**src/irq_pkg.sv**
```systemverilog
// shared types and constants of the interrupt path
// imported by every stage of the subsystem and by the testbench
package irq_pkg;

  //////////////////////////////////////////////////////////////////////
  // sizes
  //////////////////////////////////////////////////////////////////////

  // number of level-triggered interrupt lines entering the subsystem
  localparam int unsigned IRQ_NUM_LINES = 32;

  // bits needed to index one line
  localparam int unsigned IRQ_IDX_W = $clog2(IRQ_NUM_LINES);

  // id width kept at 6 bits to match the core controller interface
  localparam int unsigned IRQ_ID_W = 6;

  // code address width
  localparam int unsigned ADDR_W = 32;

  //////////////////////////////////////////////////////////////////////
  // types
  //////////////////////////////////////////////////////////////////////

  // one bit per interrupt line
  typedef logic [IRQ_NUM_LINES-1:0] irq_lines_t;

  // interrupt number, only 0 to 31 ever used
  typedef logic [IRQ_ID_W-1:0] irq_id_t;

  // vector base and trap vector
  typedef logic [ADDR_W-1:0] addr_t;

  // privilege level of the hart
  // encoding follows the usual riscv mpp values
  typedef enum logic [1:0] {
    PRIV_LVL_U = 2'b00,
    PRIV_LVL_M = 2'b11
  } priv_lvl_t;

  //////////////////////////////////////////////////////////////////////
  // vector table
  //////////////////////////////////////////////////////////////////////

  // byte spacing between two vector entries (one jump instruction)
  localparam addr_t IRQ_VEC_STRIDE = addr_t'(4);

endpackage

```
**src/irq_int_controller.sv**
```systemverilog
// stage 3 of the interrupt path: gates the pending interrupt with the global
// enables and raises a level request towards the core controller
`timescale 1ns/1ps

module irq_int_controller
#(
  // 0: machine enable only, 1: privilege aware gating
  parameter bit SECURE_EN = 1'b0
)
(
  input  logic                clk,
  input  logic                rst_n,

  // winner from the select stage
  input  logic                irq_pending_i,
  input  logic                irq_sec_i,
  input  irq_pkg::irq_id_t    irq_id_i,

  // global enables and current privilege
  input  logic                m_ie_i,
  input  logic                u_ie_i,
  input  irq_pkg::priv_lvl_t  priv_lvl_i,

  // strobes from the trap sequencer
  input  logic                ctrl_ack_i,
  input  logic                ctrl_kill_i,

  // request towards the trap sequencer
  output logic                irq_req_ctrl_o,
  output logic                irq_sec_ctrl_o,
  output irq_pkg::irq_id_t    irq_id_ctrl_o
);

  import irq_pkg::*;

  typedef enum logic [1:0] {
    ST_IDLE,
    ST_PENDING,
    ST_DONE
  } ctrl_state_t;

  ctrl_state_t state_q;
  logic        irq_enable;
  irq_id_t     irq_id_q;
  logic        irq_sec_q;

  //////////////////////////////////////////////////////////////////////
  // enable gating
  //////////////////////////////////////////////////////////////////////

  if (SECURE_EN)
  begin : g_secure_gate
    // user level takes an interrupt when u_ie is set or the line is secure
    // machine level only looks at m_ie
    assign irq_enable = ((u_ie_i | irq_sec_i) & (priv_lvl_i == PRIV_LVL_U))
                      | (m_ie_i & (priv_lvl_i == PRIV_LVL_M));
  end
  else
  begin : g_plain_gate
    // privilege ignored
    assign irq_enable = m_ie_i;
  end

  //////////////////////////////////////////////////////////////////////
  // request fsm
  //////////////////////////////////////////////////////////////////////

  always_ff @(posedge clk or negedge rst_n)
  begin
    if (!rst_n)
    begin
      state_q   <= ST_IDLE;
      irq_id_q  <= '0;
      irq_sec_q <= 1'b0;
    end
    else
    begin
      unique case (state_q)
        ST_IDLE:
        begin
          // id and secure bit frozen here for the whole round
          if (irq_enable && irq_pending_i)
          begin
            state_q   <= ST_PENDING;
            irq_id_q  <= irq_id_i;
            irq_sec_q <= irq_sec_i;
          end
        end
        ST_PENDING:
        begin
          // request stays up until the sequencer answers
          // the sequencer never sends both strobes at once
          if (ctrl_ack_i)
          begin
            state_q <= ST_DONE;
          end
          else if (ctrl_kill_i)
          begin
            // back to idle so the lines are sampled again
            state_q <= ST_IDLE;
          end
        end
        ST_DONE:
        begin
          // trap taken, secure attribute no longer valid
          irq_sec_q <= 1'b0;
          state_q   <= ST_IDLE;
        end
        default:
        begin
          state_q <= ST_IDLE;
        end
      endcase
    end
  end

  assign irq_req_ctrl_o = (state_q == ST_PENDING);
  assign irq_sec_ctrl_o = irq_sec_q;
  assign irq_id_ctrl_o  = irq_id_q;

endmodule

```
**src/irq_line_capture.sv**
```systemverilog
// stage 1 of the interrupt path that brings the raw interrupt levels into clk
// and applies the per-line enable mask
`timescale 1ns/1ps

module irq_line_capture
(
  input  logic                clk,
  input  logic                rst_n,

  // raw asynchronous levels from the sources
  input  irq_pkg::irq_lines_t irq_i,
  // per-line enable, one bit per source
  input  irq_pkg::irq_lines_t irq_en_i,

  // synchronized and masked levels towards the select stage
  output irq_pkg::irq_lines_t masked_lines_o
);

  import irq_pkg::*;

  //////////////////////////////////////////////////////////////////////
  // synchronizer
  //////////////////////////////////////////////////////////////////////

  // first flop may go metastable
  irq_lines_t sync_q1;
  // second flop gives a settled level
  irq_lines_t sync_q2;

  // two flops per line
  // a change on irq_i is visible on sync_q2 two edges later
  always_ff @(posedge clk or negedge rst_n)
  begin
    if (!rst_n)
    begin
      // no line is seen as pending out of reset
      sync_q1 <= '0;
      sync_q2 <= '0;
    end
    else
    begin
      sync_q1 <= irq_i;
      sync_q2 <= sync_q1;
    end
  end

  //////////////////////////////////////////////////////////////////////
  // masking
  //////////////////////////////////////////////////////////////////////

  // mask applied right behind the second flop
  // the stage latency stays at two cycles
  irq_lines_t masked_lines;

  always_comb
  begin
    masked_lines = sync_q2 & irq_en_i;
  end

  // lines stay level sensitive
  // a source that drops its line also drops it here as nothing is latched
  assign masked_lines_o = masked_lines;

endmodule

```
**src/irq_priority_select.sv**
```systemverilog
// stage 2 of the interrupt path: picks the highest-numbered masked line
// and looks up its secure bit, all registered for one cycle
`timescale 1ns/1ps

module irq_priority_select
(
  input  logic                clk,
  input  logic                rst_n,

  // synchronized and masked lines from the capture stage
  input  irq_pkg::irq_lines_t masked_lines_i,
  // secure attribute of every line
  input  irq_pkg::irq_lines_t irq_sec_mask_i,

  // towards the interrupt controller, driven every cycle
  output logic                irq_pending_o,
  output irq_pkg::irq_id_t    irq_id_o,
  output logic                irq_sec_o
);

  import irq_pkg::*;

  // combinational winner
  logic    win_pending;
  irq_id_t win_id;
  logic    win_sec;

  // registered result
  logic    pending_q;
  irq_id_t id_q;
  logic    sec_q;

  //////////////////////////////////////////////////////////////////////
  // highest id wins
  //////////////////////////////////////////////////////////////////////

  // scan upwards so the last set line found is the highest one
  always_comb
  begin
    win_pending = 1'b0;
    win_id      = '0;
    for (int i = 0; i < IRQ_NUM_LINES; i++)
    begin
      if (masked_lines_i[i])
      begin
        win_pending = 1'b1;
        win_id      = irq_id_t'(i);
      end
    end
  end

  // secure bit of the winner
  // forced to zero when nothing is pending
  assign win_sec = win_pending & irq_sec_mask_i[win_id[IRQ_IDX_W-1:0]];

  // one register stage
  always_ff @(posedge clk or negedge rst_n)
  begin
    if (!rst_n)
    begin
      pending_q <= 1'b0;
      id_q      <= '0;
      sec_q     <= 1'b0;
    end
    else
    begin
      pending_q <= win_pending;
      id_q      <= win_id;
      sec_q     <= win_sec;
    end
  end

  assign irq_pending_o = pending_q;
  assign irq_id_o      = id_q;
  assign irq_sec_o     = sec_q;

endmodule

```
**src/irq_subsystem_top.sv**
```systemverilog
// interrupt path of the core: capture, select, controller and trap sequencer
// chained in that order, SECURE_EN picks the enable gating
`timescale 1ns/1ps

module irq_subsystem_top
#(
  // 0: machine enable only, 1: privilege aware gating
  parameter bit SECURE_EN = 1'b0
)
(
  input  logic                clk,
  input  logic                rst_n,

  // interrupt sources and their attributes
  input  irq_pkg::irq_lines_t irq_i,
  input  irq_pkg::irq_lines_t irq_en_i,
  input  irq_pkg::irq_lines_t irq_sec_mask_i,

  // csr state
  input  logic                m_ie_i,
  input  logic                u_ie_i,
  input  irq_pkg::priv_lvl_t  priv_lvl_i,
  input  irq_pkg::addr_t      mtvec_i,

  // core pipeline
  input  logic                core_ready_i,
  input  logic                flush_i,

  // trap out
  output logic                trap_valid_o,
  output irq_pkg::irq_id_t    trap_id_o,
  output logic                trap_sec_o,
  output irq_pkg::addr_t      trap_vec_o
);

  import irq_pkg::*;

  // capture to select
  irq_lines_t masked_lines;

  // select to controller
  logic       sel_pending;
  irq_id_t    sel_id;
  logic       sel_sec;

  // controller to sequencer
  logic       irq_req;
  irq_id_t    irq_id;
  logic       irq_sec;

  // sequencer back to controller
  logic       ctrl_ack;
  logic       ctrl_kill;

  //////////////////////////////////////////////////////////////////////
  // stages
  //////////////////////////////////////////////////////////////////////

  irq_line_capture u_capture (
    .clk            (clk),
    .rst_n          (rst_n),
    .irq_i          (irq_i),
    .irq_en_i       (irq_en_i),
    .masked_lines_o (masked_lines)
  );

  irq_priority_select u_select (
    .clk            (clk),
    .rst_n          (rst_n),
    .masked_lines_i (masked_lines),
    .irq_sec_mask_i (irq_sec_mask_i),
    .irq_pending_o  (sel_pending),
    .irq_id_o       (sel_id),
    .irq_sec_o      (sel_sec)
  );

  irq_int_controller #(
    .SECURE_EN (SECURE_EN)
  ) u_controller (
    .clk            (clk),
    .rst_n          (rst_n),
    .irq_pending_i  (sel_pending),
    .irq_sec_i      (sel_sec),
    .irq_id_i       (sel_id),
    .m_ie_i         (m_ie_i),
    .u_ie_i         (u_ie_i),
    .priv_lvl_i     (priv_lvl_i),
    .ctrl_ack_i     (ctrl_ack),
    .ctrl_kill_i    (ctrl_kill),
    .irq_req_ctrl_o (irq_req),
    .irq_sec_ctrl_o (irq_sec),
    .irq_id_ctrl_o  (irq_id)
  );

  irq_trap_sequencer u_sequencer (
    .clk            (clk),
    .rst_n          (rst_n),
    .irq_req_i      (irq_req),
    .irq_id_i       (irq_id),
    .irq_sec_i      (irq_sec),
    .core_ready_i   (core_ready_i),
    .flush_i        (flush_i),
    .mtvec_i        (mtvec_i),
    .ctrl_ack_o     (ctrl_ack),
    .ctrl_kill_o    (ctrl_kill),
    .trap_valid_o   (trap_valid_o),
    .trap_id_o      (trap_id_o),
    .trap_sec_o     (trap_sec_o),
    .trap_vec_o     (trap_vec_o)
  );

endmodule

```
**src/irq_trap_sequencer.sv**
```systemverilog
// stage 4 of the interrupt path: answers the request with ack or kill as the
// core controller would, and issues a one cycle trap with its vector
`timescale 1ns/1ps

module irq_trap_sequencer
(
  input  logic                clk,
  input  logic                rst_n,

  // request from the interrupt controller
  input  logic                irq_req_i,
  input  irq_pkg::irq_id_t    irq_id_i,
  input  logic                irq_sec_i,

  // pipeline state of the core
  input  logic                core_ready_i,
  input  logic                flush_i,

  // vector table base
  input  irq_pkg::addr_t      mtvec_i,

  // strobes back to the interrupt controller
  output logic                ctrl_ack_o,
  output logic                ctrl_kill_o,

  // trap towards the fetch stage
  output logic                trap_valid_o,
  output irq_pkg::irq_id_t    trap_id_o,
  output logic                trap_sec_o,
  output irq_pkg::addr_t      trap_vec_o
);

  import irq_pkg::*;

  logic    ack;
  logic    kill;
  addr_t   vec_calc;

  logic    trap_valid_q;
  irq_id_t trap_id_q;
  logic    trap_sec_q;
  addr_t   trap_vec_q;

  //////////////////////////////////////////////////////////////////////
  // ack / kill decision
  //////////////////////////////////////////////////////////////////////

  // a flush always wins and withdraws the request
  assign kill = irq_req_i & flush_i;

  // take the interrupt only when the core can accept it
  // flush excluded so ack and kill are never high together
  assign ack = irq_req_i & core_ready_i & ~flush_i;

  // neither strobe means wait with the request held

  assign ctrl_ack_o  = ack;
  assign ctrl_kill_o = kill;

  //////////////////////////////////////////////////////////////////////
  // trap issue
  //////////////////////////////////////////////////////////////////////

  // vectored mode: one entry per interrupt id
  assign vec_calc = mtvec_i + addr_t'(irq_id_i) * IRQ_VEC_STRIDE;

  always_ff @(posedge clk or negedge rst_n)
  begin
    if (!rst_n)
    begin
      trap_valid_q <= 1'b0;
      trap_id_q    <= '0;
      trap_sec_q   <= 1'b0;
      trap_vec_q   <= '0;
    end
    else
    begin
      // single pulse the cycle after the ack
      trap_valid_q <= ack;
      if (ack)
      begin
        trap_id_q  <= irq_id_i;
        trap_sec_q <= irq_sec_i;
        trap_vec_q <= vec_calc;
      end
    end
  end

  assign trap_valid_o = trap_valid_q;
  assign trap_id_o    = trap_id_q;
  assign trap_sec_o   = trap_sec_q;
  assign trap_vec_o   = trap_vec_q;

endmodule

```
**config.mk**
```make
export PLATFORM = sky130hd
export DESIGN_NAME = irq_subsystem_top
export DESIGN_NICKNAME = d
export VERILOG_FILES = /design/src/irq_pkg.sv /design/src/irq_int_controller.sv /design/src/irq_line_capture.sv /design/src/irq_priority_select.sv /design/src/irq_subsystem_top.sv /design/src/irq_trap_sequencer.sv
export SDC_FILE = /design/constraint.sdc
export NUM_CORES = 1
export LEC_CHECK = 0
export ABC_CLOCK_PERIOD_IN_PS = 3600
export BUFFER_PORTS_ARGS = -buffer_cell sky130_fd_sc_hd__buf_2
export CAP_MARGIN = 20
export CORE_MARGIN = 4
export CORE_UTILIZATION = 50
export CTS_CLUSTER_SIZE = 40
export DETAILED_ROUTE_END_ITERATION = 8
export GPL_ROUTABILITY_DRIVEN = 0
export GPL_TIMING_DRIVEN = 0
export PLACE_DENSITY_LB_ADDON = 0.3
export SLEW_MARGIN = 20
export SYNTH_ARGS = -nofsm -noshare
export SYNTH_HDL_FRONTEND = slang
export SYNTH_SLANG_ARGS = --single-unit
```
**constraint.sdc**
```tcl
create_clock -name clk -period 3.6 [get_ports clk]
set_input_delay 0.72 -clock clk [delete_from_list [all_inputs] [get_ports clk]]
set_output_delay 0.72 -clock clk [all_outputs]
set_load 0.005 [all_outputs]
```
==> results.ini <==
[power]
p_int_mw = 2.85
switchingPower_mw = 1.03
pwr-share-comb_pct = 16.7
seq_power_share_pct = 42.1
p_clk_share_pct = 41.2
p_leak_nw = 3.23
switching_share_pct = 26.6
power_density_nw_per_um2 = 595
ir_worst_vdd_mv = 0.463

[detailed_routing]
routedWlPerCell_um = 14.9
route.detailed.drc = 0
via_per_inst = 5.12
vias = 3945
drt-initial-drc-count = 157
first_pass_iters = 4
final_antenna_net_count = 0
wl_um = 11500

[worst_setup_path]
cp.arrival_ns = 3.21
setup.worst_path.end_class = flop
worstSetupStartpointType = flop
cp_max_fo = 6
cp.required_ns = 3.95
crit_type = reg2reg

[sta]
fin_hold_ws_ns = 0.107
worstMarginPinSlew_ns = 0.949
final_max_slew_viol_count = 0
finalCritPeriodShare_pct = 79.6
slew_headroom_pct = 36.2
finalHoldViolCount = 0
setup_tns_ns = 0
max_freq_ghz = 0.349
setup_ws_ns = 0.736
rsz0062_at_grt = no
skew_ns = 0.0154
setup_viol = 0
min_period_ns = 2.86

[logic_synthesis]
synth-seq-area-share_pct = 60.2
postSynthAreaPerCell_sq_um = 11.2
yosysUniqueCellTypes = 51
yosysWarningCount = 0
syn-instance-count = 438
syn_area_sq_um = 4900
synth-edff-count = 0
syn-num-nets = 580
ys_ff_latch = 118
async_flop_share_pct = 100
synth_flop_cell = dfrtp_1

[place]
io_buffers = 171
placed_area_sq_um = 5960
dp_slack_ns = 0.321
place_hpwl_um = 8550

[clocking]
cts_hold_buf = 0
cts-htree-levels = 4
cts_setup_buffers = 0
cts_tree = done
clock_path_buffers = 2
cts_root_buf = clkbuf_8
numCtsBuffers = 17
clk-insertion-delay-late_ns = 0.49
cts.clk_slew.worst_paths_ns = 0.06
cts_resized = 0
cts_sinks = 118

[finish]
drive_gt1_share_pct = 34.3
final_cell_mix = buf_2 (170), dfrtp_1 (118), nand2_1 (93), o21ai_0 (38)
utilization_pct = 69.4
fin_nets = 771
syn_to_final_growth_pct = 33.2
fillCellCount = 706
antenna_cells = 0
final_common_cell = buf_2
design_area_sq_um = 6540

[floorplan]
core_area_sq_um = 9420
pin_count = 176
die_area_sq_um = 11500
row_count = 35
die_height_um = 107
initial_core_util_pct = 52.1
die_w_um = 107

[run]
cap_violations = 0

[global_routing]
overflow = 0
antenna_found_initial = 0
grt_usage_pct = 20.1
grt_pass1_wl_um = 18200
grt_max_degree = 88
first_global_vias = 3933

[status]
status = completed

[worst_hold_path]
min_path_type = in2async

-- state kept, by name (all words and copies together) (netlist names), 2 cells and up --
register and count:
u_capture.sync_q1 32, u_capture.sync_q2 32, u_sequencer.trap_vec_o 32, u_controller.irq_id_ctrl_o 5, u_select.irq_id_o 5, u_sequencer.trap_id_o 5
u_controller.state_q 2
-- cells in the mapped netlist, drive strengths merged (2+ instances only) --
cell type | instances | area [sq um]
nor2 | 14 | 71.3
a221o | 5 | 50.1
o211ai | 3 | 22.5
nand4 | 5 | 31.3
a21oi | 7 | 35.0
nand2b | 2 | 12.5
o21ai | 38 | 190
mux2 | 8 | 90.1
inv | 11 | 41.3
and3 | 6 | 37.5
or3 | 2 | 12.5
xnor2 | 10 | 87.6
nor2b | 2 | 12.5
a22oi | 9 | 67.6
o31ai | 2 | 15.0
a32o | 5 | 50.1
nand3 | 17 | 85.1
nor3 | 4 | 20.0
a22o | 4 | 35.0
ha | 5 | 62.6
mux2i | 16 | 160
buf | 2 | 18.8
and2 | 3 | 18.8
dfrtp | 118 | 2950
xor2 | 17 | 149
a31oi | 2 | 12.5
nand2 | 93 | 349
clkbuf | 7 | 26.3
and4 | 2 | 17.5
-- per-stage QoR --
| stage | total power, mW | instances |
|---|---|---|
| floorplan | 1.96 | 438 |
| finish | 3.89 | 771 |
| CTS | 3.93 | 771 |
| detailed placement | 2.31 | 739 |
| global route | 4.09 | 771 |
| global placement | 2.27 | 738 |
-- worst max-delay path, cell delays in order, from the launching register on --
cell	delay, ns
dfrtp_1	0.38
ha_1	0.20
inv_1	0.06
fa_1	0.39
nor2b_1	0.12
o21ai_0	0.11
a21boi_0	0.27
o21a_1	0.31
nand2b_1	0.16
or3_1	0.36
nor2_1	0.14
xnor2_1	0.12
o21ai_0	0.10
-- logic make-up (layout without fill, tap and decap cells) --
group           count (synthesis)  count (layout)  share of synthesized area [%]
buf+inv                        21             225                           1.84
other cells                     1               1                         0.0765
mux                            24              24                           5.10
simple gates                  155             155                           14.4
compound gates                 86              86                           11.9
flops                         118             118                           60.2
xor+xnor                       27              27                           4.82
fa+ha+maj                       6               6                           1.68
-- power groups by stage --
stage	registers (mW)	logic (mW)	clock network (mW)
after floorplan	1.66	0.305	0
after global placement	1.65	0.628	0
after detailed placement	1.66	0.655	0
after CTS	1.64	0.660	1.63
after global routing	1.66	0.735	1.70
final	1.63	0.650	1.60
-- layout make-up --
cell class	count	area, sq um	area share [%]
Buffer	9	45.0	0.689
Clock buffer	18	428	6.55
Clock inverter	14	151	2.32
Inverter	12	45.0	0.689
Multi-Input combinational cell	299	1860	28.5
Sequential cell	118	2950	45.2
Tap cell	129	161	2.47
Timing Repair Buffer	172	890	13.6
-- path summary, 6_finish.rpt --
path / to / cells after the start / startpoint / slack (ns)
max: u_sequencer.trap_vec_o[26] / 12 / u_controller.irq_id_ctrl_o[0] / 0.74
min: u_sequencer.trap_vec_o[24] / 1 / rst_n / 0.11
max reg2reg: u_sequencer.trap_vec_o[26] / 12 / u_controller.irq_id_ctrl_o[0] / 0.74
min reg2reg: u_capture.sync_q2[2] / 0 / u_capture.sync_q1[2] / 0.34
max in group asynchronous: u_select.irq_pending_o / 2 / rst_n / 2.80
min in group clk: u_capture.sync_q1[26] / 1 / irq_i[26] / 0.33
-- routing by layer --
layer / up-vias / track usage, % / routed length [um]
li1: 1919 / - / -
met1: 1895 / 24.2 / 4580
met2: 121 / 35.2 / 6130
met3: 10 / 5.18 / 694
met4: 0 / 6.67 / 112
met5: - / 0 / 0
(Power assumes the default switching activity.)
